`config.mk`:
```
export PLATFORM = sky130hd
export DESIGN_NAME = featureBuffer_flat
export DESIGN_NICKNAME = d
export VERILOG_FILES = /design/src/pePkg.sv /design/src/featureMemIf.sv /design/src/featureBuffer.sv /design/src/flat_wrapper.sv
export SDC_FILE = /design/constraint.sdc
export NUM_CORES = 2
export LEC_CHECK = 0
export BUFFER_PORTS_ARGS = -buffer_cell sky130_fd_sc_hd__buf_2
export CAP_MARGIN = 20
export CORE_MARGIN = 3
export CORE_UTILIZATION = 50
export CTS_BUF_LIST = sky130_fd_sc_hd__clkbuf_16
export DETAILED_ROUTE_END_ITERATION = 6
export GPL_TIMING_DRIVEN = 0
export HOLD_SLACK_MARGIN = 0.15
export PLACE_DENSITY = 0.68
export SETUP_SLACK_MARGIN = 0.5
export SLEW_MARGIN = 20
export SYNTH_ARGS = -nofsm -noshare
export SYNTH_HDL_FRONTEND = slang
export SYNTH_SLANG_ARGS = --single-unit
```
`constraint.sdc`:
```
create_clock -name clock -period 2.7 [get_ports clock]
set_input_delay 0.81 -clock clock [delete_from_list [all_inputs] [get_ports clock]]
set_output_delay 0.81 -clock clock [all_outputs]
set_load 0.02 [all_outputs]
```
`src/pePkg.sv`:
```
package pePkg;

  ////////////////////
  // data widths
  ////////////////////

  // one feature element
  localparam int DATA_WIDTH = 8;

  ////////////////////
  // layer commands
  ////////////////////

  // any other command byte leaves the FSM idle
  localparam logic [DATA_WIDTH-1:0] LAYER_MAX_POOL = DATA_WIDTH'(2);
  localparam logic [DATA_WIDTH-1:0] LAYER_RELU = DATA_WIDTH'(3);

  // pool header order is C P Q R S xStride yStride
  localparam int POOL_HEADER_LENGTH = 7;

  // relu header order is P Q C
  localparam int RELU_HEADER_LENGTH = 3;

  ////////////////////
  // layer selection
  ////////////////////

  // relu runs on the pool datapath with a 1x1 window
  typedef enum logic {
    kindPool,
    kindRelu
  } layerKind;

endpackage

```
`src/featureMemIf.sv`:
```
interface featureMemIf #(
  parameter int BUFFER_DEPTH = 256
);

  localparam int ADDR_WIDTH = $clog2(BUFFER_DEPTH);

  // write port, takes effect at the clock edge
  logic writeEnable;
  logic [ADDR_WIDTH-1:0] writeAddress;
  logic signed [pePkg::DATA_WIDTH-1:0] writeData;

  // read port, data one cycle after the address
  logic [ADDR_WIDTH-1:0] readAddress;
  logic signed [pePkg::DATA_WIDTH-1:0] readData;

  modport writer (
    output writeEnable,
    output writeAddress,
    output writeData
  );

  modport reader (
    output readAddress,
    input readData
  );

  modport memory (
    input writeEnable,
    input writeAddress,
    input writeData,
    input readAddress,
    output readData
  );

endinterface

```
`src/featureBuffer.sv`:
```
module featureBuffer #(
  parameter int BUFFER_DEPTH = 256
) (
  input logic clock,
  featureMemIf.memory memory
);

  // one signed byte per feature element
  logic signed [pePkg::DATA_WIDTH-1:0] storage [BUFFER_DEPTH];

  ////////////////////
  // write port
  ////////////////////

  always_ff @(posedge clock) begin
    if (memory.writeEnable) begin
      storage[memory.writeAddress] <= memory.writeData;
    end
  end

  ////////////////////
  // read port
  ////////////////////

  // registered read so the store maps onto block RAM
  always_ff @(posedge clock) begin
    memory.readData <= storage[memory.readAddress];
  end

endmodule

```
`src/flat_wrapper.sv`:
```
// flat-port wrapper written by rule: the top's interface ports become plain ports
module featureBuffer_flat 
#(
  parameter int BUFFER_DEPTH = 256
)
  (clock, memory_writeEnable, memory_writeAddress, memory_writeData, memory_readAddress, memory_readData);
  featureMemIf #(.BUFFER_DEPTH(BUFFER_DEPTH)) memory_i ();
  input logic clock;
  input wire logic [$bits(memory_i.writeEnable)-1:0] memory_writeEnable;
  input wire logic [$bits(memory_i.writeAddress)-1:0] memory_writeAddress;
  input wire logic [$bits(memory_i.writeData)-1:0] memory_writeData;
  input wire logic [$bits(memory_i.readAddress)-1:0] memory_readAddress;
  output wire logic [$bits(memory_i.readData)-1:0] memory_readData;
  assign memory_i.writeEnable = memory_writeEnable;
  assign memory_i.writeAddress = memory_writeAddress;
  assign memory_i.writeData = memory_writeData;
  assign memory_i.readAddress = memory_readAddress;
  assign memory_readData = memory_i.readData;
  featureBuffer #(.BUFFER_DEPTH(BUFFER_DEPTH)) u_core (.clock(clock), .memory(memory_i));
endmodule
```
==> impl_metrics.toml <==
[setup_path]
crit_family = "buffers and inverters"
cp-start-kind = "primary input"
path_class = "in2reg"
cp_common_cell = "buf_16"
cpPeakStageDelay_ns = 0.38
critPathRequiredTime_ns = 3.45
critPathCaptureType = "register"
cp_slowest_cell = "o221ai_1"
cp.arrival_ns = 3.53
cp_num_buf_inv = 7
worst-path-max-fanout = 8
path_cells = "buf_12 -> buf_16 -> buf_16 -> buf_16 -> buf_16 -> buf_16 -> buf_12 -> mux2i_1 -> o221ai_1 -> o22ai_1 -> nor3_1 -> a21oi_1 -> nand2_1 -> and3_4"

[final_layout]
seq_area_um2 = 61660
drive_above_1_share_pct = 36.78
final_area_um2 = 96060
area_growth_pct = 19.87
final_core_util_pct = 60.51
multi_input_area_um2 = 19760
nets = 4204
num-fill-cells = 10780

[logic_synthesis]
async_reset_ff_share_pct = 0
synthCells = 3774
synth.cell_area_um2 = 80140
synth_largest_area_cell = "edfxtp_1"
yosys.area_share.xor_xnor_pct = 0
ys_ff_latch = 2056
synth_commonest_cells = "2,048 x edfxtp_1, 459 x mux4_2, 291 x nor2_1"
ys_top_cells_by_area = "edfxtp_1 77%, mux4_2 13%, mux2i_1 2.2%"
synth-edff-count = 2048
synth_top_area_share_pct = 76.74
synthDistinctLibCells = 57
yosysMostFrequentCell = "edfxtp_1"
ys.flop_type = "edfxtp_1"
avgSynthCellArea_um2 = 21.23
synth-simple-area-share_pct = 2.739
synth_top_family_by_area = "multiplexers"
synth-adder-area-share_pct = 0
synth-compound-area-share_pct = 2.907
synth_fp_nets = 3800
yosysSeqAreaShare_pct = 76.94
ys.warnings.count = 0
yosys-mux-area-fraction_pct = 15.42

[sta]
layout_setup_ws_ns = -0.07461
maxClockFrequency_ghz = 0.3604
clock_skew_ns = 0.1092
fin_hold_ws_ns = 0.1977
hold_viol = 0
post-route-min-period_ns = 2.775
max_slew_margin_pct = 17.26
grt_setup_unrepaired = "yes"
worst_pin_slew_ns = 1.241
slew_violations = 0
post-route-period-util_pct = 102.8
finalSetupViolCount = 4

[global_route]
grt_pass1_wl_mm = 352.2
grt.total_usage_pct = 31.88
antenna_found_initial = 6
grt_pass1_vias = 41560
grt_overflow = 0
grt_max_degree = 134

[cts]
cts.sink_count = 2056
path_clk_slew_ns = 0.06
clk_latency_ns = 0.89
htreeDepth = 4
cts-root-buf = "clkbuf_16"
numCtsBuffers = 199
tritoncts = "built"
clock_path_buffers = 3

[floorplanning]
die_w_um = 406.3
die_h_um = 406.3
ios = 34
initial_utilization_pct = 50.48
rows = 146
die_area_um2 = 165100
core-area_um2 = 158700

[run_status]
status = "finished, violations left"
violations = "setup timing"

[place]
dp_hpwl_mm = 170.0
port_buffers = 25
dpl_cell_area_um2 = 84630
routabilityCongestion = 1.027

[pwr]
p_per_area_nw_per_um2 = 703.5
leakagePower_nw = 30.18
vdd_drop_max_mv = 0.7515

[route]
finalWirelength_mm = 263.8
routedWlPerCell_um = 41.07
route.detailed.drc = 0
ant_nets = 0
first_pass_iters = 6
drtIter0Drc = 8157
viasPerCell = 6.899
dr_total_vias = 44320

[job]
maxCapViolCount = 0

[min_path]
hold_path.class = "in2reg"
worst paths after layout:
path / from / to / slack [ns] / cells past startpoint
max: memory_readAddress[0] / u_core.memory.readData[0] / -0.07 / 14
min: memory_writeData[3] / u_core.storage[111][3] / 0.20 / 1
max reg2reg: u_core.storage[199][0] / u_core.memory.readData[0] / 0.17 / 6
min reg2reg: u_core.storage[59][7] / u_core.memory.readData[7] / 1.05 / 4
cell type report:
cell class	instances	area share (%)
inverters	2	0.01563
clock inverters	165	1.357
multi-input cells	1484	20.57
well taps	2072	2.699
plain buffers	232	3.310
repair buffers	203	2.553
flip-flops and latches	2056	64.19
diodes	6	0.01563
clock buffers	203	5.288
power breakdown:
group          switching, W  internal, W  total, W
clock                0.0122       0.0151    0.0273
sequential        0.0000209       0.0352    0.0352
combinational       0.00329      0.00181   0.00510
total                0.0155       0.0521    0.0676
stage by stage:
stage	std cells	setup slack [ns]	TNS [ns]	power [W]
floorplan	3774	-0.05982	-0.2320	0.03779
global placement	5871	-3.601	-5760.95	0.03990
detailed placement	5897	-2.837	-1004.68	0.03993
CTS	6324	0.03889	0	0.06704
global route	6417	0.01920	0	0.06879
finish	6423	-0.07461	-0.1590	0.06757
what timing repair did:
action / in CTS / in global routing
hold buffers: 1 / 0
gates resized for setup: 544 / 299
pin swaps: 43 / 81
hold endpoints to repair: 2 / 0
setup buffers: 57 / 85
setup endpoints to repair: 1090 / 1740
cloned: 1 / 6
flip-flops by register name (all words and copies together) (netlist names):
| name | count |
|---|---|
| u_core.memory.readData | 8 |
| u_core.storage | 2048 |
cells by family (layout without fill, tap and decap cells):
logic type,count (synthesis),count (layout)
AO/OA/AOI/OAI,331,331
buffers and inverters,234,805
flip-flops,2056,2056
multiplexers,658,658
other,0,6
AND/OR/NAND/NOR,495,495
layer usage:
| metal | wire length (um) | share of wire, % | GRT usage, % |
|---|---|---|---|
| met1 | 92630 | 35 | 43.55 |
| met2 | 115400 | 44 | 45.89 |
| met3 | 40020 | 15 | 11.52 |
| met4 | 15670 | 5.9 | 15.25 |
| met5 | 77 | 0.029 | 0 |
worst reg2reg max path, cell delays in order (launching register included):
cell,delay (ns)
edfxtp_1,0.37
mux4_2,0.48
mux4_2,0.48
a22o_1,0.38
a211oi_2,0.33
a31oi_1,0.13
and3_4,0.22
layout by cell type (no fill, tap or decap), types with 54 or more instances in the layout:
master     count
edfxtp_1    2048
mux4_2       459
clkbuf_16    210
mux2i_1      170
nor2_4       164
buf_4        129
nor2_1        82
buf_12        63
buf_16        58
inv_1         54
(Power assumes the default switching activity.)
