===== src/pePkg.sv =====
package pePkg;

  ////////////////////
  // data widths
  ////////////////////

  // one feature element
  localparam int DATA_WIDTH = 8;

  ////////////////////
  // layer commands
  ////////////////////

  // any other command byte leaves the FSM idle
  localparam logic [DATA_WIDTH-1:0] LAYER_MAX_POOL = DATA_WIDTH'(2);
  localparam logic [DATA_WIDTH-1:0] LAYER_RELU = DATA_WIDTH'(3);

  // pool header order is C P Q R S xStride yStride
  localparam int POOL_HEADER_LENGTH = 7;

  // relu header order is P Q C
  localparam int RELU_HEADER_LENGTH = 3;

  ////////////////////
  // layer selection
  ////////////////////

  // relu runs on the pool datapath with a 1x1 window
  typedef enum logic {
    kindPool,
    kindRelu
  } layerKind;

endpackage


===== src/featureMemIf.sv =====
interface featureMemIf #(
  parameter int BUFFER_DEPTH = 256
);

  localparam int ADDR_WIDTH = $clog2(BUFFER_DEPTH);

  // write port, takes effect at the clock edge
  logic writeEnable;
  logic [ADDR_WIDTH-1:0] writeAddress;
  logic signed [pePkg::DATA_WIDTH-1:0] writeData;

  // read port, data one cycle after the address
  logic [ADDR_WIDTH-1:0] readAddress;
  logic signed [pePkg::DATA_WIDTH-1:0] readData;

  modport writer (
    output writeEnable,
    output writeAddress,
    output writeData
  );

  modport reader (
    output readAddress,
    input readData
  );

  modport memory (
    input writeEnable,
    input writeAddress,
    input writeData,
    input readAddress,
    output readData
  );

endinterface


===== src/byteTransmitter.sv =====
module byteTransmitter #(
  parameter int BUFFER_DEPTH = 256,
  parameter int GAP_CYCLES = 11
) (
  input logic clock,
  input logic reset,
  input logic start,
  input logic [$clog2(BUFFER_DEPTH)-1:0] outputCount,
  featureMemIf.reader resultStore,
  input logic isBusy,
  output logic [pePkg::DATA_WIDTH-1:0] dataOut,
  output logic doTransmit,
  output logic done
);

  localparam int ADDR_WIDTH = $clog2(BUFFER_DEPTH);
  localparam int GAP_WIDTH = $clog2(GAP_CYCLES + 1);

  logic active;
  logic sendNow;
  logic sendingLast;
  logic [ADDR_WIDTH-1:0] sendIndex;
  logic [GAP_WIDTH-1:0] gapCount;

  // next byte is fetched while the gap runs
  assign resultStore.readAddress = sendIndex;
  assign sendNow = active && !isBusy && (gapCount == GAP_WIDTH'(GAP_CYCLES - 1));

  always_ff @(posedge clock) begin
    if (reset) begin
      active <= 1'b0;
      sendingLast <= 1'b0;
      sendIndex <= '0;
      gapCount <= '0;
      dataOut <= '0;
      doTransmit <= 1'b0;
      done <= 1'b0;
    end else begin
      doTransmit <= sendNow;
      done <= sendingLast;
      sendingLast <= sendNow && (sendIndex == outputCount - 1'b1);
      if (start) begin
        active <= 1'b1;
        sendIndex <= '0;
        gapCount <= '0;
      end else if (sendNow) begin
        dataOut <= resultStore.readData;
        gapCount <= '0;
        sendIndex <= sendIndex + 1'b1;
        if (sendIndex == outputCount - 1'b1) begin
          active <= 1'b0;
        end
      end else if (active && !isBusy) begin
        // busy cycles pause the gap count
        gapCount <= gapCount + 1'b1;
      end
    end
  end

endmodule


===== src/flat_wrapper.sv =====
// flat-port wrapper written by rule: the top's interface ports become plain ports
module byteTransmitter_flat 
#(
  parameter int BUFFER_DEPTH = 256,
  parameter int GAP_CYCLES = 11
)
  (clock, reset, start, outputCount, isBusy, dataOut, doTransmit, done, resultStore_readAddress, resultStore_readData);
  featureMemIf #(.BUFFER_DEPTH(BUFFER_DEPTH)) resultStore_i ();
  input logic clock;
  input logic reset;
  input logic start;
  input logic [$clog2(BUFFER_DEPTH)-1:0] outputCount;
  input logic isBusy;
  output logic [pePkg::DATA_WIDTH-1:0] dataOut;
  output logic doTransmit;
  output logic done;
  output wire logic [$bits(resultStore_i.readAddress)-1:0] resultStore_readAddress;
  input wire logic [$bits(resultStore_i.readData)-1:0] resultStore_readData;
  assign resultStore_readAddress = resultStore_i.readAddress;
  assign resultStore_i.readData = resultStore_readData;
  byteTransmitter #(.BUFFER_DEPTH(BUFFER_DEPTH), .GAP_CYCLES(GAP_CYCLES)) u_core (.clock(clock), .reset(reset), .start(start), .outputCount(outputCount), .resultStore(resultStore_i), .isBusy(isBusy), .dataOut(dataOut), .doTransmit(doTransmit), .done(done));
endmodule

===== config.mk =====
export PLATFORM = sky130hd
export DESIGN_NAME = byteTransmitter_flat
export DESIGN_NICKNAME = d
export VERILOG_FILES = /design/src/pePkg.sv /design/src/featureMemIf.sv /design/src/byteTransmitter.sv /design/src/flat_wrapper.sv
export SDC_FILE = /design/constraint.sdc
export NUM_CORES = 1
export LEC_CHECK = 0
export ABC_CLOCK_PERIOD_IN_PS = 3700
export BUFFER_PORTS_ARGS = -buffer_cell sky130_fd_sc_hd__buf_2
export CORE_MARGIN = 2
export CORE_UTILIZATION = 31
export CTS_CLUSTER_DIAMETER = 50
export DETAILED_ROUTE_END_ITERATION = 12
export GPL_ROUTABILITY_DRIVEN = 0
export PLACE_DENSITY = 0.61
export RECOVER_POWER = 100
export SETUP_SLACK_MARGIN = 0.1
export SLEW_MARGIN = 10
export SYNTH_ARGS = -nofsm -noshare
export SYNTH_HDL_FRONTEND = slang
export SYNTH_SLANG_ARGS = --single-unit

===== constraint.sdc =====
create_clock -name clock -period 3.7 [get_ports clock]
set_input_delay 0.37 -clock clock [delete_from_list [all_inputs] [get_ports clock]]
set_output_delay 0.37 -clock clock [all_outputs]
set_load 0.03 [all_outputs]

==> results.json <==
{
  "ant_nets": 0,
  "min_period_over_period_pct": 51.2,
  "hold_buffers": 0,
  "rows": 22,
  "ctsHtreeMaxLevel": 1,
  "pwr-share-comb_pct": 7.9,
  "outcome": "complete, no violations",
  "yosysTopAreaCell": "dfxtp_1",
  "dieArea_um2": 4260,
  "grt_use_total_pct": 11.2,
  "worstSetupPathType": "flip-flop to flip-flop",
  "cp-startpoint": "u_core.active",
  "worst_setup_path_end_kind": "flip-flop",
  "min_delay_path_depth": 3,
  "dr.first_iter.drc_count": 54,
  "drive_above_1_share_pct": 13.1,
  "power_density_nw_per_um2": 331,
  "synth_nets": 163,
  "crit_path_start_kind": "flip-flop",
  "clock_path_buffers": 2,
  "post-cts-setup-buffers": 0,
  "avgSynthCellArea_um2": 8.36,
  "design_area_um2": 1420,
  "grt_pass1_wl_mm": 3.93,
  "crit_fanout": 9,
  "ys_ff_latch": 24,
  "hold_viol": 0,
  "wl_met1_mm": 1.13,
  "final.fill_count": 387,
  "cts_tree": "yes",
  "initial_utilization_pct": 32.0,
  "io_buffers": 37,
  "clkPwrFrac_pct": 36.5,
  "rsz0062_at_grt": "false",
  "seqPwrFrac_pct": 55.6,
  "min_to": "u_core.dataOut[0]",
  "grt_pass1_vias": 896,
  "switching_share_pct": 20.7,
  "min_path_type": "input pin to flip-flop",
  "ir_worst_vdd_uv": 136,
  "synth_cell_types": 29,
  "fmax_mhz": 528,
  "fin_skew_ns": 0.00350,
  "synth_area_um2": 1160,
  "worst_r2r_path_depth": 4,
  "numCtsBuffers": 3,
  "dpl.hpwl_mm": 1.77,
  "reg2reg_to": "u_core.active",
  "setup_viol": 0,
  "cts-root-buf": "clkbuf_8",
  "drt-total-wl_mm": 2.32,
  "met3_length_um": 105,
  "ys_seq_area_share_pct": 41.3,
  "dr_wl_met2_mm": 1.09,
  "routed_via_density": 4.54,
  "power.leakage_nw": 0.519,
  "maxCapViolations": 0,
  "core_um2": 3630,
  "hold_start": "resultStore_readData[0]",
  "slew_viol_final": 0,
  "place_area_um2": 1390,
  "cts.clk_slew.worst_paths_ns": 0.08,
  "synthTopCellsByArea": "dfxtp_1 41%, nand2_1 7.4%, xnor2_1 6.8%",
  "diodes": 0,
  "wl_per_cell_um": 10.4,
  "io_pins": 38,
  "clock-sinks": 24,
  "route.detailed.drc": 0,
  "synthCells": 139,
  "drt_first_pass_iters": 4,
  "internal-power_mw": 0.372,
  "clk_latency_ns": 0.26,
  "grt_max_degree": 14,
  "min_period_ns": 1.89,
  "die_w_um": 65.2,
  "area_growth_syn_to_layout_pct": 22.1,
  "routed.top_layer": "met3",
  "grt_overflow": 0,
  "synth_top_area_share_pct": 41.3,
  "crit_arrival_ns": 2.05,
  "ys.warnings.count": 0,
  "p_sw_mw": 0.0969,
  "crit_required_ns": 3.85,
  "r2r-start": "u_core.active",
  "die_h_um": 65.2,
  "tightest_slew_ns": 0.514,
  "nNetsFinal": 200,
  "vias": 1012,
  "relSlewSlack_pct": 65.7,
  "cts_resized": 0,
  "finalSetupTns_ns": 0,
  "r2r_slack_ns": 1.81,
  "grt_antenna_before_repair": 0
}
[synthesized netlist by cell type]
cell type  number
a211oi_1        1
a21oi_1        11
a311oi_1        1
and2_1          1
and3_1          3
and3b_1         1
and4b_1         1
buf_2           1
clkbuf_1        4
dfxtp_1        24
ha_1            4
inv_1           3
nand2_1        23
nand2b_1        4
nand3b_1        1
nand4_1         5
nand4b_1        2
nor2_1         18
nor2b_1         2
nor3_1          3
nor3b_1         1
nor4_1          1
o211ai_1        2
o31a_1          1
or2_2           1
or4b_1          1
or4bb_1         1
xnor2_1         9
xor2_1          9
[through the flow]
stage               power (mW)  util (%)  setup slack [ns]  hold slack (ns)  std cells
floorplan                0.287         -              1.85            0.414        139
global placement         0.304      38.2              1.76            0.423        219
detailed placement       0.304      38.2              1.70            0.429        219
CTS                      0.474      39.7              1.80            0.343        223
global route             0.490      39.0              1.59            0.348        223
finish                   0.469      39.0              1.81            0.346        223
[cells by family after synthesis]
logic type	after synthesis	share of synthesized area, %
DFF	24	41.3
xor gates and xnor gates	18	13.6
buffers and inverters	8	2.69
AOI/OAI and AO/OA	16	8.18
adders and majority gates	4	4.31
and+or+nand+nor	69	29.9
[critical path, stage by stage, from the launching register on]
cell      delay (ns)
dfxtp_1         0.35
nor2b_1         0.40
and4b_1         0.48
nand2b_1        0.27
o31a_1          0.30
[layout make-up]
type / count / area [um^2] / area share (%)
multi-input combinational: 107 / 651 / 45.9
inverter: 3 / 11.3 / 0.794
tap: 48 / 60.1 / 4.23
timing repair buffer: 37 / 161 / 11.4
sequential: 24 / 480 / 33.9
clock buffer: 4 / 55.1 / 3.88
[per-layer routing]
layer	vias up	global-route usage (%)
li1	541	-
met1	453	15.7
met2	18	18.9
met3	0	1.54
met4	0	1.56
met5	-	0
[layout by cell type (no fill, tap or decap), drive strengths merged]
| cell type | n |
|---|---|
| and3 | 3 |
| dfxtp | 24 |
| or4b | 1 |
| or2 | 1 |
| nand3b | 1 |
| o211ai | 2 |
| a21oi | 11 |
| nand4 | 5 |
| nor4 | 1 |
| nand2 | 23 |
| nor2b | 2 |
| and4b | 1 |
| or4bb | 1 |
| nor3 | 3 |
| clkbuf | 23 |
| nand2b | 4 |
| a211oi | 1 |
| inv | 3 |
| a311oi | 1 |
| xnor2 | 9 |
| buf | 18 |
| o31a | 1 |
| xor2 | 9 |
| and3b | 1 |
| nor2 | 18 |
| ha | 4 |
| nand4b | 2 |
| nor3b | 1 |
| and2 | 1 |
[sequential cells by signal, indices dropped and copies added, names as in the netlist]
name	count
u_core.active	1
u_core.dataOut	8
u_core.doTransmit	1
u_core.done	1
u_core.gapCount	4
u_core.resultStore.readAddress	8
u_core.sendingLast	1
[power groups by stage]
stage / registers (mW) / clock network, mW / logic [mW]
floorplan: 0.266 / 0 / 0.0211
global placement: 0.267 / 0 / 0.0372
detailed placement: 0.267 / 0 / 0.0372
CTS: 0.261 / 0.176 / 0.0374
global route: 0.261 / 0.186 / 0.0425
finish: 0.261 / 0.171 / 0.0370
[worst max path at each step]
stage / slack (ns) / cells past startpoint / endpoint
final: 1.81 / 4 / u_core.active
after global routing: 1.59 / 5 / u_core.dataOut[0]
after CTS: 1.80 / 4 / u_core.active
after detailed placement: 1.70 / 5 / u_core.active
after global placement: 1.76 / 5 / u_core.active
after floorplan: 1.85 / 5 / u_core.active
No activity file was read; power rests on OpenSTA's default activity.
