$ cat config.mk
export PLATFORM = sky130hd
export DESIGN_NAME = featureEngine_flat
export DESIGN_NICKNAME = d
export VERILOG_FILES = /design/src/pePkg.sv /design/src/featureMemIf.sv /design/src/featureEngine.sv /design/src/flat_wrapper.sv
export SDC_FILE = /design/constraint.sdc
export NUM_CORES = 1
export LEC_CHECK = 0
export BUFFER_PORTS_ARGS = -buffer_cell sky130_fd_sc_hd__buf_4
export CORE_ASPECT_RATIO = 1.4
export CORE_UTILIZATION = 50
export CTS_BUF_LIST = sky130_fd_sc_hd__clkbuf_16
export CTS_CLUSTER_SIZE = 40
export DETAILED_ROUTE_END_ITERATION = 10
export GPL_TIMING_DRIVEN = 0
export HOLD_SLACK_MARGIN = 0.06
export PLACE_DENSITY = 0.68
export SYNTH_ARGS = -nofsm -noshare
export SYNTH_HDL_FRONTEND = slang
export SYNTH_SLANG_ARGS = --single-unit
$ cat constraint.sdc
create_clock -name clock -period 21.8 [get_ports clock]
set_input_delay 4.36 -clock clock [delete_from_list [all_inputs] [get_ports clock]]
set_output_delay 4.36 -clock clock [all_outputs]
set_load 0.005 [all_outputs]
$ cat src/pePkg.sv
package pePkg;

  ////////////////////
  // data widths
  ////////////////////

  // one feature element
  localparam int DATA_WIDTH = 8;

  ////////////////////
  // layer commands
  ////////////////////

  // any other command byte leaves the FSM idle
  localparam logic [DATA_WIDTH-1:0] LAYER_MAX_POOL = DATA_WIDTH'(2);
  localparam logic [DATA_WIDTH-1:0] LAYER_RELU = DATA_WIDTH'(3);

  // pool header order is C P Q R S xStride yStride
  localparam int POOL_HEADER_LENGTH = 7;

  // relu header order is P Q C
  localparam int RELU_HEADER_LENGTH = 3;

  ////////////////////
  // layer selection
  ////////////////////

  // relu runs on the pool datapath with a 1x1 window
  typedef enum logic {
    kindPool,
    kindRelu
  } layerKind;

endpackage

$ cat src/featureMemIf.sv
interface featureMemIf #(
  parameter int BUFFER_DEPTH = 256
);

  localparam int ADDR_WIDTH = $clog2(BUFFER_DEPTH);

  // write port, takes effect at the clock edge
  logic writeEnable;
  logic [ADDR_WIDTH-1:0] writeAddress;
  logic signed [pePkg::DATA_WIDTH-1:0] writeData;

  // read port, data one cycle after the address
  logic [ADDR_WIDTH-1:0] readAddress;
  logic signed [pePkg::DATA_WIDTH-1:0] readData;

  modport writer (
    output writeEnable,
    output writeAddress,
    output writeData
  );

  modport reader (
    output readAddress,
    input readData
  );

  modport memory (
    input writeEnable,
    input writeAddress,
    input writeData,
    input readAddress,
    output readData
  );

endinterface

$ cat src/featureEngine.sv
module featureEngine #(
  parameter int BUFFER_DEPTH = 256
) (
  input logic clock,
  input logic reset,
  input logic start,
  input pePkg::layerKind kind,
  input logic [pePkg::DATA_WIDTH-1:0] C,
  input logic [pePkg::DATA_WIDTH-1:0] P,
  input logic [pePkg::DATA_WIDTH-1:0] Q,
  input logic [pePkg::DATA_WIDTH-1:0] R,
  input logic [pePkg::DATA_WIDTH-1:0] S,
  input logic [pePkg::DATA_WIDTH-1:0] xStride,
  input logic [pePkg::DATA_WIDTH-1:0] yStride,
  featureMemIf.reader inputStore,
  featureMemIf.writer resultStore,
  output logic done
);

  localparam int ADDR_WIDTH = $clog2(BUFFER_DEPTH);
  localparam int DW = pePkg::DATA_WIDTH;
  localparam logic [DW-1:0] UNIT_SIZE = 1;
  localparam logic signed [DW-1:0] MOST_NEGATIVE = {1'b1, {(DW - 1){1'b0}}};

  // scan counters, s runs fastest and c slowest
  logic [DW-1:0] c;
  logic [DW-1:0] p;
  logic [DW-1:0] q;
  logic [DW-1:0] r;
  logic [DW-1:0] s;
  logic running;
  logic windowEnd;
  logic scanEnd;
  logic [ADDR_WIDTH-1:0] heightIn;
  logic [ADDR_WIDTH-1:0] widthIn;
  logic [ADDR_WIDTH-1:0] outputAddress;

  // read return stage
  logic issuedD1;
  logic firstD1;
  logic lastD1;
  logic finalD1;
  logic [ADDR_WIDTH-1:0] outAddrD1;
  logic signed [DW-1:0] windowBase;
  logic signed [DW-1:0] maxNext;
  logic signed [DW-1:0] reluData;
  logic signed [DW-1:0] runningMax;

  // pool write stage
  logic poolWriteValid;
  logic poolWriteFinal;
  logic [ADDR_WIDTH-1:0] poolWriteAddress;
  logic signed [DW-1:0] poolWriteData;
  logic finalWrite;

  assign heightIn = ADDR_WIDTH'((Q - UNIT_SIZE) * yStride + S);
  assign widthIn = ADDR_WIDTH'((P - UNIT_SIZE) * xStride + R);

  assign inputStore.readAddress = ADDR_WIDTH'((q * xStride + s) +
                                              (p * yStride + r) * heightIn +
                                              c * heightIn * widthIn);
  assign outputAddress = ADDR_WIDTH'(q + p * Q + c * Q * P);

  assign windowEnd = (s == S - UNIT_SIZE) && (r == R - UNIT_SIZE);
  assign scanEnd = windowEnd && (q == Q - UNIT_SIZE) && (p == P - UNIT_SIZE) &&
                   (c == C - UNIT_SIZE);

  ////////////////////
  // window scan
  ////////////////////

  always_ff @(posedge clock) begin
    if (reset) begin
      running <= 1'b0;
      issuedD1 <= 1'b0;
    end else begin
      issuedD1 <= running;
      if (start) begin
        running <= 1'b1;
      end else if (running && scanEnd) begin
        running <= 1'b0;
      end
    end
  end

  always_ff @(posedge clock) begin
    if (start) begin
      c <= '0;
      p <= '0;
      q <= '0;
      r <= '0;
      s <= '0;
    end else if (running) begin
      if (s != S - UNIT_SIZE) begin
        s <= s + UNIT_SIZE;
      end else begin
        s <= '0;
        if (r != R - UNIT_SIZE) begin
          r <= r + UNIT_SIZE;
        end else begin
          r <= '0;
          if (q != Q - UNIT_SIZE) begin
            q <= q + UNIT_SIZE;
          end else begin
            q <= '0;
            if (p != P - UNIT_SIZE) begin
              p <= p + UNIT_SIZE;
            end else begin
              p <= '0;
              c <= c + UNIT_SIZE;
            end
          end
        end
      end
    end
  end

  // tags travel with each read until its data returns
  always_ff @(posedge clock) begin
    firstD1 <= (s == '0) && (r == '0);
    lastD1 <= windowEnd;
    finalD1 <= scanEnd;
    outAddrD1 <= outputAddress;
  end

  ////////////////////
  // max and relu
  ////////////////////

  assign windowBase = firstD1 ? MOST_NEGATIVE : runningMax;
  assign maxNext = (inputStore.readData > windowBase) ? inputStore.readData : windowBase;
  assign reluData = inputStore.readData[DW-1] ? '0 : inputStore.readData;

  always_ff @(posedge clock) begin
    if (issuedD1) begin
      runningMax <= maxNext;
    end
    poolWriteAddress <= outAddrD1;
    poolWriteData <= maxNext;
    poolWriteFinal <= finalD1;
  end

  always_ff @(posedge clock) begin
    if (reset) begin
      poolWriteValid <= 1'b0;
      done <= 1'b0;
    end else begin
      poolWriteValid <= issuedD1 && lastD1;
      done <= finalWrite;
    end
  end

  // relu writes straight from the read data, pool one cycle later
  assign resultStore.writeEnable = (kind == pePkg::kindRelu) ? issuedD1 : poolWriteValid;
  assign resultStore.writeAddress = (kind == pePkg::kindRelu) ? outAddrD1 : poolWriteAddress;
  assign resultStore.writeData = (kind == pePkg::kindRelu) ? reluData : poolWriteData;
  assign finalWrite = (kind == pePkg::kindRelu) ? (issuedD1 && finalD1) :
                                                  (poolWriteValid && poolWriteFinal);

endmodule

$ cat src/flat_wrapper.sv
// flat-port wrapper written by rule: the top's interface ports become plain ports
module featureEngine_flat 
#(
  parameter int BUFFER_DEPTH = 256
)
  (clock, reset, start, kind, C, P, Q, R, S, xStride, yStride, done, inputStore_readAddress, inputStore_readData, resultStore_writeEnable, resultStore_writeAddress, resultStore_writeData);
  featureMemIf #(.BUFFER_DEPTH(BUFFER_DEPTH)) inputStore_i ();
  featureMemIf #(.BUFFER_DEPTH(BUFFER_DEPTH)) resultStore_i ();
  input logic clock;
  input logic reset;
  input logic start;
  input pePkg::layerKind kind;
  input logic [pePkg::DATA_WIDTH-1:0] C;
  input logic [pePkg::DATA_WIDTH-1:0] P;
  input logic [pePkg::DATA_WIDTH-1:0] Q;
  input logic [pePkg::DATA_WIDTH-1:0] R;
  input logic [pePkg::DATA_WIDTH-1:0] S;
  input logic [pePkg::DATA_WIDTH-1:0] xStride;
  input logic [pePkg::DATA_WIDTH-1:0] yStride;
  output logic done;
  output wire logic [$bits(inputStore_i.readAddress)-1:0] inputStore_readAddress;
  input wire logic [$bits(inputStore_i.readData)-1:0] inputStore_readData;
  output wire logic [$bits(resultStore_i.writeEnable)-1:0] resultStore_writeEnable;
  output wire logic [$bits(resultStore_i.writeAddress)-1:0] resultStore_writeAddress;
  output wire logic [$bits(resultStore_i.writeData)-1:0] resultStore_writeData;
  assign inputStore_readAddress = inputStore_i.readAddress;
  assign inputStore_i.readData = inputStore_readData;
  assign resultStore_writeEnable = resultStore_i.writeEnable;
  assign resultStore_writeAddress = resultStore_i.writeAddress;
  assign resultStore_writeData = resultStore_i.writeData;
  featureEngine #(.BUFFER_DEPTH(BUFFER_DEPTH)) u_core (.clock(clock), .reset(reset), .start(start), .kind(kind), .C(C), .P(P), .Q(Q), .R(R), .S(S), .xStride(xStride), .yStride(yStride), .inputStore(inputStore_i), .resultStore(resultStore_i), .done(done));
endmodule
==> impl_results.md <==
- Outcome: completed
- Delay of the slowest critical-path stage: approximately 0.73 ns
- Seq cells post-synth: 80
- P_int: 0.344 mW
- Share of flip-flops with an asynchronous set or reset: 0
- Area of the die: 30500 um2
- Mapped Area: 14900 um2
- ANT cells: 0
- Final nets: around 2200
- Grt ovf: 0
- Max Cap Viol: 0
- TritonCTS buffer count: 9
- Finish-stage setup viols: 0
- Worst r2r path cells: 29
- IO Pins: between 90 and 100
- CTS hold repair buffers: 0
- DRT Wirelength: just under 40000 um
- Clk Latency, worst-skew pair: approximately 0.35 ns
- Sequential area share after synthesis: 0.113
- Gr usage total: 0.274
- Avg Cell Area, Syn: about 8.7 um2
- CP max FO: 15
- I/O Buffers: just over 80
- Worst slew margin: 0.450
- Yosys top cell by area: fa_1
- Unique masters post-synth: 59
- Setup CP Type: primary input to primary output
- Combinational power share: 0.483
- EDFF count, synth: 8
- Non-Filler Instances: about 2200
- Final setup margin: between 0.6 and 0.7 ns
- CTS Sinks: 80
- Vias in the first global route: approximately 12000
- RSZ-0062 raised after global routing: no
- 1st-pass router iterations: 5
- Finished Cell Area: 16300 um2
- YS warnings: 0
- Most frequent CP cell: fa_1
- Tcrit/Tclk final: 0.972
- Top-area cell type share of the netlist area: 0.231
- Routed vias: roughly 12000
- Reg2reg setup slack: approximately 13 ns
- Chip width: about 150 um
- Starting density of the core: 0.509
- Least-Margin Pin Slew: between 0.8 and 0.9 ns
- Worst min-delay path category: flop to flop
- Area of the multi-input gates: ~12000 um2
- Std-Cell Rows: 74
- Peak VDD IR: slightly below 0.04 mV
- Wire per inst: 18.0 um
- CTS tree: done
- Fmax: approximately 47 MHz
- Crit start category: primary input
- Placed Area: between 15000 and 20000 um2
- Fill count: 2766
- Initial antenna violation count: 1
- Die Span Y: roughly 210 um
- Placer Congestion: about 0.94
- Antenna Nets Post-Route: 0
- Clk pwr share: 0.251
- Cells after Synth: roughly 1700
- Top post-synthesis cells by area: fa_1 (23%), ha_1 (16%), xnor2_1 (11%)
- Iter 0 DRT Violations: roughly 710
- CP required: approximately 17 ns
- Hold path depth: 0
- CP max-delay cell: fa_1
- DP Cell Count: 2169
- Worst r2r dst: u_core.outAddrD1[7]$_DFF_P_
- Vias per cell: 5.32
- Critical path endpoint category: primary output
- Setup Skew: 0.00613 ns
- Setup crit start: Q[0]
- Clk buf depth: 2
- Clock root buffer: clkbuf_16
- PwrDens: roughly 36 nW/um2
- Seq pwr share: 0.267
- Final number of hold-violating endpoints: 0
- First-pass GRT wire length: between 60000 and 70000 um
- Post-synth top flop: dfxtp_1
- Clock transition at path regs: 0.07 ns
- CP endpoint: inputStore_readAddress[7]
- Area grow syn2layout: 9.21%
- Max-slew violations: 0
- Final min period: roughly 21 ns
- Worst EP arrival: about 17 ns
- Share of post-route cells with drive strength above 1: 0.0676
- Pleak: between 7 and 8 nW
- Core region area: roughly 30000 um2
- Place WS: 0.279 ns
- Mapped Nets: approximately 2100
- Residual DRC: 0
- CTS H-tree lvls: 3
- Launching point of the worst reg2reg path: u_core.c[0]$_SDFFE_PP0P_
- Net Sw Power: between 0.2 and 0.25 mW
- Final TNS setup: 0 ns
- Largest net degree at the start of global routing: 16
- Register area: between 1500 and 2000 um2
- Estimated wirelength of the detail-placed design: 32900 um
- Sw Ratio: 0.415
critical path, delay by kind of cell:
kind,cells,cell delay [ns]
fa+ha+maj,18,8.14
xor+xnor,10,2.19
buf+inv,12,1.20
simple gates,4,0.92
layout by cell type, fill, tap and decap left out, types with 3 or more instances in the layout:
cell type,instances
a21boi_0,3
a21o_1,16
a21oi_1,28
and2_1,159
and3_1,16
and3b_1,4
buf_1,6
buf_4,81
clkbuf_1,61
clkbuf_16,9
clkinv_1,3
dfxtp_1,72
edfxtp_1,8
fa_1,172
ha_1,194
inv_1,284
inv_6,3
mux2_2,10
mux2i_1,9
nand2_1,182
nand2b_1,16
nand3_1,17
nand3b_1,3
nand4_1,24
nor2_1,53
nor2b_1,30
nor3_1,12
nor3b_1,3
nor4_1,7
o211ai_1,3
o21a_1,3
o21ai_0,12
o22ai_1,7
or2_2,6
or3_1,5
xnor2_1,183
xnor3_1,10
xor2_1,58
metal layers:
layer / track usage / vias up / wire [um]
li1: - / 5464 / -
met1: 0.327 / 5698 / 16000
met2: 0.494 / 351 / 19600
met3: 0.0272 / 101 / 1920
met4: 0.126 / 2 / 1890
met5: 0 / - / 13
area by class of cell:
| cell class | instances | area share |
|---|---|---|
| Sequential cell | 80 | 0.103 |
| Multi-Input combinational cell | 1273 | 0.731 |
| Timing Repair Buffer | 81 | 0.0374 |
| Buffer | 68 | 0.0162 |
| Clock buffer | 9 | 0.0138 |
| Inverter | 286 | 0.0660 |
| Tap cell | 380 | 0.0292 |
| Clock inverter | 7 | 0.00315 |
power by group through the flow:
stage	Sequential, mW	Combinational, mW	Clock, mW
finish	0.157	0.283	0.147
global route	0.157	0.315	0.157
CTS	0.157	0.284	0.150
detailed placement	0.160	0.281	0
global placement	0.160	0.275	0
floorplan	0.159	0.185	0
per-stage QoR:
step	total power, mW	utilization	hold WS, ns
after global placement	0.435	0.546	0.330
after floorplan	0.343	-	0.326
after CTS	0.590	0.556	0.346
after detailed placement	0.441	0.546	0.340
after global routing	0.629	0.556	0.357
final	0.587	0.556	0.345
worst min path at each step:
stage / end / start
after floorplan: u_core.poolWriteAddress[0]$_DFF_P_ / u_core.outAddrD1[0]$_DFF_P_
after global placement: u_core.poolWriteAddress[3]$_DFF_P_ / u_core.outAddrD1[3]$_DFF_P_
after detailed placement: u_core.poolWriteAddress[0]$_DFF_P_ / u_core.outAddrD1[0]$_DFF_P_
after CTS: u_core.poolWriteAddress[4]$_DFF_P_ / u_core.outAddrD1[4]$_DFF_P_
after global routing: u_core.poolWriteAddress[4]$_DFF_P_ / u_core.outAddrD1[4]$_DFF_P_
final: u_core.poolWriteAddress[4]$_DFF_P_ / u_core.outAddrD1[4]$_DFF_P_
synthesized netlist by cell type, drive strengths merged, types with 2 or more instances:
cell / n
and3: 16
nor2: 53
buf: 7
clkbuf: 62
nor4: 7
nand3: 18
mux2: 10
nand3b: 3
ha: 194
or2: 6
mux2i: 9
a21o: 16
nand2b: 16
nor3b: 3
dfxtp: 72
o22ai: 7
nand4: 24
and2: 159
or3: 6
nor2b: 30
fa: 172
a211oi: 2
clkinv: 2
xor2: 60
xnor3: 10
nor4b: 2
o211ai: 3
edfxtp: 8
o21a: 3
inv: 284
a31oi: 2
nand2: 182
o21ai: 12
and3b: 4
nor3: 13
a21oi: 28
xnor2: 183
a21boi: 3
o21bai: 2
kinds of logic after synthesis:
logic type,after synthesis,share of synthesized area
buffers and inverters,355,0.0900
flip-flops,80,0.113
AND/OR/NAND/NOR,547,0.192
multiplexers,19,0.0136
XOR/XNOR,254,0.160
AO/OA/AOI/OAI,87,0.0374
adder cells (fa/ha/maj),366,0.394
what timing repair did:
item                                    in CTS  in global routing
buffers inserted                             0                  0
endpoints found under the setup margin       0                  1
gates resized for setup                      0                  2
Note: power is estimated with default switching activity, not from simulation.
