**src/pePkg.sv**
```systemverilog
package pePkg;

  ////////////////////
  // data widths
  ////////////////////

  // one feature element
  localparam int DATA_WIDTH = 8;

  ////////////////////
  // layer commands
  ////////////////////

  // any other command byte leaves the FSM idle
  localparam logic [DATA_WIDTH-1:0] LAYER_MAX_POOL = DATA_WIDTH'(2);
  localparam logic [DATA_WIDTH-1:0] LAYER_RELU = DATA_WIDTH'(3);

  // pool header order is C P Q R S xStride yStride
  localparam int POOL_HEADER_LENGTH = 7;

  // relu header order is P Q C
  localparam int RELU_HEADER_LENGTH = 3;

  ////////////////////
  // layer selection
  ////////////////////

  // relu runs on the pool datapath with a 1x1 window
  typedef enum logic {
    kindPool,
    kindRelu
  } layerKind;

endpackage

```
**src/featureMemIf.sv**
```systemverilog
interface featureMemIf #(
  parameter int BUFFER_DEPTH = 256
);

  localparam int ADDR_WIDTH = $clog2(BUFFER_DEPTH);

  // write port, takes effect at the clock edge
  logic writeEnable;
  logic [ADDR_WIDTH-1:0] writeAddress;
  logic signed [pePkg::DATA_WIDTH-1:0] writeData;

  // read port, data one cycle after the address
  logic [ADDR_WIDTH-1:0] readAddress;
  logic signed [pePkg::DATA_WIDTH-1:0] readData;

  modport writer (
    output writeEnable,
    output writeAddress,
    output writeData
  );

  modport reader (
    output readAddress,
    input readData
  );

  modport memory (
    input writeEnable,
    input writeAddress,
    input writeData,
    input readAddress,
    output readData
  );

endinterface

```
**src/layerControl.sv**
```systemverilog
module layerControl #(
  parameter int BUFFER_DEPTH = 256
) (
  input logic clock,
  input logic reset,
  input logic [pePkg::DATA_WIDTH-1:0] dataIn,
  input logic isNewData,
  featureMemIf.writer inputStore,
  output logic engineStart,
  output pePkg::layerKind kind,
  output logic [pePkg::DATA_WIDTH-1:0] C,
  output logic [pePkg::DATA_WIDTH-1:0] P,
  output logic [pePkg::DATA_WIDTH-1:0] Q,
  output logic [pePkg::DATA_WIDTH-1:0] R,
  output logic [pePkg::DATA_WIDTH-1:0] S,
  output logic [pePkg::DATA_WIDTH-1:0] xStride,
  output logic [pePkg::DATA_WIDTH-1:0] yStride,
  input logic engineDone,
  output logic transmitStart,
  output logic [$clog2(BUFFER_DEPTH)-1:0] outputCount,
  input logic transmitDone
);

  localparam int ADDR_WIDTH = $clog2(BUFFER_DEPTH);
  localparam int COUNT_WIDTH = ADDR_WIDTH + 1;
  localparam logic [pePkg::DATA_WIDTH-1:0] UNIT_SIZE = 1;

  typedef enum logic [2:0] {
    stateIdle,
    stateHeader,
    stateLoadInputs,
    stateCompute,
    stateTransmit
  } controlState;

  controlState state;
  logic lastNewData;
  logic newByte;
  logic [2:0] headerIndex;
  logic lastHeaderByte;
  logic [ADDR_WIDTH-1:0] loadIndex;
  logic [COUNT_WIDTH-1:0] widthIn;
  logic [COUNT_WIDTH-1:0] heightIn;
  logic [COUNT_WIDTH-1:0] inputCount;

  // a level change on isNewData marks a fresh byte
  assign newByte = isNewData != lastNewData;
  assign lastHeaderByte = (kind == pePkg::kindPool) ?
                          (headerIndex == 3'(pePkg::POOL_HEADER_LENGTH - 1)) :
                          (headerIndex == 3'(pePkg::RELU_HEADER_LENGTH - 1));

  // input map size from the captured header
  assign widthIn = COUNT_WIDTH'((P - UNIT_SIZE) * xStride + R);
  assign heightIn = COUNT_WIDTH'((Q - UNIT_SIZE) * yStride + S);
  assign inputCount = COUNT_WIDTH'(heightIn * widthIn * C);
  assign outputCount = ADDR_WIDTH'(P * Q * C);

  // input bytes go to the store in the cycle they are accepted
  assign inputStore.writeEnable = (state == stateLoadInputs) && newByte;
  assign inputStore.writeAddress = loadIndex;
  assign inputStore.writeData = dataIn;

  ////////////////////
  // layer FSM
  ////////////////////

  always_ff @(posedge clock) begin
    if (reset) begin
      state <= stateIdle;
      lastNewData <= 1'b0;
      headerIndex <= '0;
      loadIndex <= '0;
      engineStart <= 1'b0;
      transmitStart <= 1'b0;
      kind <= pePkg::kindPool;
    end else begin
      engineStart <= 1'b0;
      transmitStart <= 1'b0;
      case (state)
        stateIdle: begin
          if (newByte) begin
            lastNewData <= isNewData;
            headerIndex <= '0;
            if (dataIn == pePkg::LAYER_MAX_POOL) begin
              kind <= pePkg::kindPool;
              state <= stateHeader;
            end else if (dataIn == pePkg::LAYER_RELU) begin
              kind <= pePkg::kindRelu;
              state <= stateHeader;
            end
          end
        end
        stateHeader: begin
          if (newByte) begin
            lastNewData <= isNewData;
            headerIndex <= headerIndex + 1'b1;
            loadIndex <= '0;
            if (lastHeaderByte) begin
              state <= stateLoadInputs;
            end
          end
        end
        stateLoadInputs: begin
          if (newByte) begin
            lastNewData <= isNewData;
            loadIndex <= loadIndex + 1'b1;
            if (COUNT_WIDTH'(loadIndex) == inputCount - COUNT_WIDTH'(1)) begin
              state <= stateCompute;
              engineStart <= 1'b1;
            end
          end
        end
        stateCompute: begin
          if (engineDone) begin
            state <= stateTransmit;
            transmitStart <= 1'b1;
          end
        end
        stateTransmit: begin
          if (transmitDone) begin
            state <= stateIdle;
          end
        end
        default: begin
          state <= stateIdle;
        end
      endcase
    end
  end

  ////////////////////
  // header capture
  ////////////////////

  always_ff @(posedge clock) begin
    if (state == stateIdle && newByte && dataIn == pePkg::LAYER_RELU) begin
      // relu is a unit window with unit stride
      R <= UNIT_SIZE;
      S <= UNIT_SIZE;
      xStride <= UNIT_SIZE;
      yStride <= UNIT_SIZE;
    end else if (state == stateHeader && newByte) begin
      if (kind == pePkg::kindPool) begin
        case (headerIndex)
          3'd0: C <= dataIn;
          3'd1: P <= dataIn;
          3'd2: Q <= dataIn;
          3'd3: R <= dataIn;
          3'd4: S <= dataIn;
          3'd5: xStride <= dataIn;
          default: yStride <= dataIn;
        endcase
      end else begin
        case (headerIndex)
          3'd0: P <= dataIn;
          3'd1: Q <= dataIn;
          default: C <= dataIn;
        endcase
      end
    end
  end

endmodule

```
**src/flat_wrapper.sv**
```systemverilog
// flat-port wrapper written by rule: the top's interface ports become plain ports
module layerControl_flat 
#(
  parameter int BUFFER_DEPTH = 256
)
  (clock, reset, dataIn, isNewData, engineStart, kind, C, P, Q, R, S, xStride, yStride, engineDone, transmitStart, outputCount, transmitDone, inputStore_writeEnable, inputStore_writeAddress, inputStore_writeData);
  featureMemIf #(.BUFFER_DEPTH(BUFFER_DEPTH)) inputStore_i ();
  input logic clock;
  input logic reset;
  input logic [pePkg::DATA_WIDTH-1:0] dataIn;
  input logic isNewData;
  output logic engineStart;
  output pePkg::layerKind kind;
  output logic [pePkg::DATA_WIDTH-1:0] C;
  output logic [pePkg::DATA_WIDTH-1:0] P;
  output logic [pePkg::DATA_WIDTH-1:0] Q;
  output logic [pePkg::DATA_WIDTH-1:0] R;
  output logic [pePkg::DATA_WIDTH-1:0] S;
  output logic [pePkg::DATA_WIDTH-1:0] xStride;
  output logic [pePkg::DATA_WIDTH-1:0] yStride;
  input logic engineDone;
  output logic transmitStart;
  output logic [$clog2(BUFFER_DEPTH)-1:0] outputCount;
  input logic transmitDone;
  output wire logic [$bits(inputStore_i.writeEnable)-1:0] inputStore_writeEnable;
  output wire logic [$bits(inputStore_i.writeAddress)-1:0] inputStore_writeAddress;
  output wire logic [$bits(inputStore_i.writeData)-1:0] inputStore_writeData;
  assign inputStore_writeEnable = inputStore_i.writeEnable;
  assign inputStore_writeAddress = inputStore_i.writeAddress;
  assign inputStore_writeData = inputStore_i.writeData;
  layerControl #(.BUFFER_DEPTH(BUFFER_DEPTH)) u_core (.clock(clock), .reset(reset), .dataIn(dataIn), .isNewData(isNewData), .inputStore(inputStore_i), .engineStart(engineStart), .kind(kind), .C(C), .P(P), .Q(Q), .R(R), .S(S), .xStride(xStride), .yStride(yStride), .engineDone(engineDone), .transmitStart(transmitStart), .outputCount(outputCount), .transmitDone(transmitDone));
endmodule
```
**config.mk**
```make
export PLATFORM = sky130hd
export DESIGN_NAME = layerControl_flat
export DESIGN_NICKNAME = d
export VERILOG_FILES = /design/src/pePkg.sv /design/src/featureMemIf.sv /design/src/layerControl.sv /design/src/flat_wrapper.sv
export SDC_FILE = /design/constraint.sdc
export NUM_CORES = 1
export LEC_CHECK = 0
export BUFFER_PORTS_ARGS = -buffer_cell sky130_fd_sc_hd__buf_2
export CAP_MARGIN = 20
export CORE_ASPECT_RATIO = 1.2
export CORE_UTILIZATION = 55
export CTS_BUF_LIST = sky130_fd_sc_hd__clkbuf_8
export DETAILED_ROUTE_END_ITERATION = 10
export PLACE_DENSITY = 0.8
export RECOVER_POWER = 100
export SLEW_MARGIN = 20
export SYNTH_ARGS = -nofsm -noshare
export SYNTH_HDL_FRONTEND = slang
export SYNTH_SLANG_ARGS = --single-unit
```
**constraint.sdc**
```tcl
create_clock -name clock -period 12.72 [get_ports clock]
set_input_delay 0 -clock clock [delete_from_list [all_inputs] [get_ports clock]]
set_output_delay 0 -clock clock [all_outputs]
set_load 0.02 [all_outputs]
```
==> flow_summary.ini, run 1 <==
[status]
run_status = finished clean

[floorplanning]
initial_core_util_pct = 56.56
rows = 53
placeableCoreArea_um2 = 17570
die_y_um = 149.3
boundaryPins = 97
dieArea_um2 = 18620
fp.dieW_um = 124.7

[final_layout]
regArea_um2 = 1722
multi_input_area_um2 = 7400
fillers = 1538
drive_above_1_share_pct = 2.979
diodes = 0
area_growth_pct = 6.924
final_area_um2 = 10630
stdcell_count = 1395
final_nets = 1407
final_util_pct = 60.48

[worst_setup_path]
slowest_delay_ps = 970
critPathMaxFanout = 24
worstSetupPathType = reg2reg
start_kind = flop
worstPathRequired_ps = 13020
crit_buf_inv = 9
worst_path_most_repeated_cell = fa_1
cp.arrival_ps = 11930
crit_path_end_kind = flop
crit_family = adder cells
slowest_stage = clkbuf_1

[global_routing]
grt_pass1_wl_um = 38510
gr-total-overflow = 0
grt_start_max_net_pins = 30
grt.total_usage_pct = 26.10
grt_pass1_vias = 7751
antenna_found_initial = 0

[clock_tree]
clk_path_buf_depth = 2
cts_setup_buffers = 0
clk_latency_ps = 360
post_cts_resized = 0
cts_buffers = 9
h-tree-depth = 3
clk_pin_slew_ps = 90
tritoncts = done
clock_sinks = 74
cts-root-buf = clkbuf_8

[logic_synthesis]
synth-simple-area-share_pct = 19.94
synth_area_um2 = 9940
synth_top_cell_area_share_pct = 23.16
synth_top_family_by_area = adder cells
synth_nets = 1332
synth-seq-cells = 74
ys.flop_type = dfxtp_1
synthXorXnorAreaFrac_pct = 11.33
yosys.area_share.adder_pct = 36.88
ys_seq_area_share_pct = 17.32
ys_top_cells_by_count = inv_1 (158), nand2_1 (124), fa_1 (115)
yosys-top-cells-area = fa_1 (23%), ha_1 (14%), dfxtp_1 (10%)
synth.avg_cell_area_um2 = 9.077
ys_warn_count = 0
synth_area_leader_cell = fa_1
yosysMostFrequentCell = inv_1
synth_compound_area_share_pct = 5.174
synth-edff-count = 24
async_reset_ff_share_pct = 0
synthCells = 1095
synth_mux_area_share_pct = 1.120
synth_cell_types = 53

[route]
routed_wl_um = 23300
drcViolationCount = 0
wl_per_cell_um = 16.70
antenna_left = 0
route.met3.wl_um = 1648
highest_layer = met4
vias = 7740
firstDrtPassIters = 4
drt_iter0_drc = 480
via_per_inst = 5.548
route.met2.wl_um = 11440
met1Wirelength_um = 9448

[timing]
tns_ps = 0
min_period_ps = 11630
fmax_mhz = 85.97
setup_viol = 0
drv_slew = 0
rsz0062_at_grt = no
tightest_slew_ps = 1448
hold_viol = 0
skew_ps = 16.02
period_share_pct = 91.44
slew_headroom_pct = 3.450

[pwr]
p_total_mw = 0.5304
power_density_nw_per_um2 = 49.91
vdd_ir_drop_max_uv = 72.12
p_leak_nw = 4.986

[placement]
hpwlAfterDp_um = 18210
place_congestion = 0.9525
dp.cells = 1374
io_buffers = 96
postPlaceCellArea_um2 = 10510

[min_path]
hold_class = in2reg

[job]
cap_violations = 0
[worst paths after layout]
check,startpoint,end,slack (ps),cells past startpoint
max,u_core.P[0]$_DFFE_PP_,u_core.state[0]$_SDFFE_PP0P_,1090,37
min,dataIn[7],u_core.xStride[7]$_SDFFE_PP0P_,160,3
max reg2reg,u_core.P[0]$_DFFE_PP_,u_core.state[0]$_SDFFE_PP0P_,1090,37
min reg2reg,u_core.xStride[7]$_SDFFE_PP0P_,u_core.xStride[7]$_SDFFE_PP0P_,490,2
[area by class of cell]
cell class                 instances  area share, %
multi-input combinational        822          69.63
sequential                        74          16.20
clock inverter                     6         0.6122
inverter                         158          5.580
clock buffer                      10          1.295
timing repair buffer             105          4.097
tap                              220          2.590
[metrics by stage]
step | hold slack (ps) | setup WS, ps
2_1_floorplan | 98.87 | 1769
3_3_place_gp | 292.0 | 1321
3_5_place_dp | 305.2 | 1131
4_1_cts | 5.821 | 1134
5_1_grt | 141.3 | 439.9
6_report | 160.2 | 1088
[kinds of logic (layout without fill, tap and decap cells)]
kind of cell	count (synthesis)	count (layout)
mux	11	11
buf+inv	199	279
compound gates	86	86
flops	74	74
xor+xnor	119	119
fa+ha+maj	224	224
simple gates	382	382
[power by group]
part           internal (mW)  switching [mW]
logic                 0.0392          0.0547
registers              0.245         0.00327
clock network         0.0964          0.0922
total                  0.380           0.150
[worst reg2reg max path, delay by kind of cell, from the launching register on]
kind | cells | cell delay [ps]
flops | 1 | 360
compound gates | 2 | 320
buf+inv | 9 | 1370
fa+ha+maj | 15 | 6570
xor+xnor | 5 | 1230
simple gates | 6 | 1750
[flip-flops by register name, summed over array words and instances, names as in the netlist]
signal and count:
u_core.C 8, u_core.P 8, u_core.Q 8, u_core.R 8, u_core.S 8, u_core.engineStart 1, u_core.headerIndex 3, u_core.inputStore.writeAddress 8
u_core.kind 1, u_core.lastNewData 1, u_core.state 3, u_core.transmitStart 1, u_core.xStride 8, u_core.yStride 8
[repair_timing]
action,4_1_cts,5_1_grt
endpoints found under the hold margin,7,0
endpoints found under the setup margin,0,0
hold buffers,5,0
[cells in the final DEF, fill, tap and decap left out, types with 2 or more instances in the layout]
cell type	netlist	final
a21oi_1	47	47
xor2_1	26	26
nand3_1	35	35
and2_2	3	3
clkbuf_8	2	10
and2_1	77	74
nor4_1	3	3
nand2_1	124	124
ha_1	109	109
and2_0	0	3
nand3b_1	2	2
nor4b_1	2	2
o21ai_0	7	8
nand2b_1	15	15
clkbuf_1	26	92
nor3_1	11	11
or4_2	2	2
a21o_1	14	14
dfxtp_1	50	50
nor2b_1	45	45
o21a_1	3	3
and3_1	13	13
xnor2_1	87	87
nor2_1	38	38
fa_1	115	115
inv_1	158	159
a22o_1	4	4
mux2i_1	10	10
edfxtp_1	24	24
buf_2	2	8
a211oi_1	2	2
or3_1	3	3
xnor3_1	5	5
dlygate4sd3_1	0	5
[metal layers]
metal / vias to the layer above / track usage [%]
li1: 3593 / -
met1: 3804 / 33.39
met2: 292 / 44.36
met3: 51 / 4.304
met4: 0 / 9.880
met5: - / 0
No activity file was read; power rests on OpenSTA's default activity.
==> run 2, diff against run 1 <==
==> constraint.sdc (replaced) <==
create_clock -name clock -period 14.6 [get_ports clock]
set_input_delay 0 -clock clock [delete_from_list [all_inputs] [get_ports clock]]
set_output_delay 0 -clock clock [all_outputs]
set_load 0.02 [all_outputs]
==> run 2 against run 1 <==
The flow now finishes with violations (capacitance limit, slew limit). Setup slack gained 1800 ps. Clock power decreased by 16%. Total power fell by 14%. Sequential share of layout area about the same. Flip-flop and latch count is the same. Highest routed layer unchanged. Wire length increased by 3.7%. Worst hold slack improved by 14 ps. Fmax down 0.81%.
==> flow_summary.ini, run 2 (synthesis results as in run 1) <==
[timing]
tns_ps = 0
rsz0062_at_grt = no
fmax_mhz = 85.27
setup_viol = 0
slew_headroom_pct = -0.03744
tightest_slew_ps = 1501
skew_ps = 19.66
min_period_ps = 11730
drv_slew = 28
hold_viol = 0
period_share_pct = 80.32

[route]
firstDrtPassIters = 5
routed_wl_um = 24150
via_per_inst = 5.570
drcViolationCount = 0
vias = 7765
drt_iter0_drc = 487
antenna_left = 0
wl_per_cell_um = 17.33

[clock_tree]
clock_sinks = 74
cts-root-buf = clkbuf_8
postCtsHoldBufs = 5
cts_buffers = 9
clk_pin_slew_ps = 80
tritoncts = done
clk_path_buf_depth = 2
h-tree-depth = 3
cts_setup_buffers = 0
clk_latency_ps = 370
post_cts_resized = 0

[final_layout]
area_growth_pct = 6.785
final_nets = 1406
fillers = 1532
diodes = 0
drive_above_1_share_pct = 2.981
final_cell_mix = inv_1 (159), nand2_1 (124), fa_1 (115), ha_1 (109), clkbuf_1 (91)
final_common_cell = inv_1
final_util_pct = 60.40

[global_routing]
grt_pass1_wl_um = 39900
grt.total_usage_pct = 27.20
grt_pass1_vias = 7966
gr-total-overflow = 0
grt_start_max_net_pins = 30
antenna_found_initial = 0

[worst_setup_path]
crit_path_end_kind = flop
slowest_stage = clkbuf_1
start_kind = flop
worstPathRequired_ps = 14890
reg2reg_slack_ps = 2870
worst_path_most_repeated_cell = fa_1
r2r_end = u_core.state[0]$_SDFFE_PP0P_
rr_startpoint = u_core.P[0]$_DFFE_PP_
worstSetupPathType = reg2reg
cp.arrival_ps = 12010
reg2regPathDepth = 33
critPathMaxFanout = 24
slowest_delay_ps = 910

[min_path]
holdPathEnd = u_core.S[6]$_SDFFE_PP0P_
hold_start = dataIn[6]
hold_class = in2reg
hold_path_depth = 3

[floorplanning]
rows = 53
die_y_um = 149.3
initial_core_util_pct = 56.56
placeableCoreArea_um2 = 17570
boundaryPins = 97
fp.dieW_um = 124.7
dieArea_um2 = 18620

[status]
run_status = finished, violations left
failed_checks = capacitance limit, slew limit

[placement]
place_congestion = 0.9147
hpwlAfterDp_um = 19000
io_buffers = 96

[pwr]
vdd_ir_drop_max_uv = 72.61
power_density_nw_per_um2 = 42.96
p_leak_nw = 4.980

[job]
cap_violations = 1
run 2: cell types whose count changed in the layout (fill, tap and decap cells not counted), sizes merged:
| cell | before | now |
|---|---|---|
| clkbuf | 102 | 100 |
| clkinv | 1 | 3 |
| inv | 161 | 160 |
run 2: per-layer routing:
| metal | vias up | global-route usage (%) | wire length [um] |
|---|---|---|---|
| li1 | 3605 | - | - |
| met1 | 3781 | 33.84 | 9425 |
| met2 | 318 | 47.51 | 12080 |
| met3 | 61 | 3.443 | 1759 |
| met4 | 0 | 11.69 | 893 |
| met5 | - | 0 | 0 |
run 2: metrics by stage:
stage	power (mW)	hold WS, ps	std cells	instance area, um2	worst slack (ps)
detailed placement	0.3028	309.1	1373	10500	2922
global route	0.4753	156.3	1394	10610	2133
finish	0.4560	173.9	1394	10610	2873
floorplan	0.2814	98.87	1095	9940	3649
global placement	0.3003	293.1	1373	10500	3220
CTS	0.4579	7.230	1394	10750	2914
run 2: cell type report:
| type | instances | area (um2) | area share, % |
|---|---|---|---|
| well taps | 220 | 275.3 | 2.593 |
| inverters | 158 | 593.1 | 5.588 |
| clock buffers | 9 | 123.9 | 1.167 |
| clock inverters | 7 | 68.82 | 0.6484 |
| repair buffers | 104 | 431.7 | 4.067 |
| flip-flops and latches | 74 | 1722 | 16.22 |
| multi-input cells | 822 | 7400 | 69.72 |
run 2: worst max-delay path by stage:
| stage | from | cells after the start | to | slack [ps] |
|---|---|---|---|---|
| global placement | u_core.Q[0]$_DFFE_PP_ | 40 | u_core.state[0]$_SDFFE_PP0P_ | 3220 |
| detailed placement | u_core.Q[0]$_DFFE_PP_ | 40 | u_core.state[0]$_SDFFE_PP0P_ | 2920 |
| finish | u_core.P[0]$_DFFE_PP_ | 33 | u_core.state[0]$_SDFFE_PP0P_ | 2870 |
| CTS | u_core.Q[0]$_DFFE_PP_ | 40 | u_core.state[0]$_SDFFE_PP0P_ | 2910 |
| floorplan | u_core.Q[0]$_DFFE_PP_ | 41 | u_core.state[0]$_SDFFE_PP0P_ | 3650 |
| global route | u_core.Q[0]$_DFFE_PP_ | 40 | u_core.state[0]$_SDFFE_PP0P_ | 2130 |
run 2: critical path, delay by kind of cell, from the launching register on:
kind / cells / cell delay (ps)
xor gates and xnor gates: 5 / 1440
AOI/OAI and AO/OA: 1 / 150
adders and majority gates: 15 / 6710
and+or+nand+nor: 6 / 1810
buffers and inverters: 6 / 1160
DFF: 1 / 370
run 2: where the power goes:
group,switching (mW),internal (mW),total [mW]
Combinational,0.0481,0.0344,0.0825
Sequential,0.00273,0.213,0.216
Clock,0.0790,0.0785,0.158
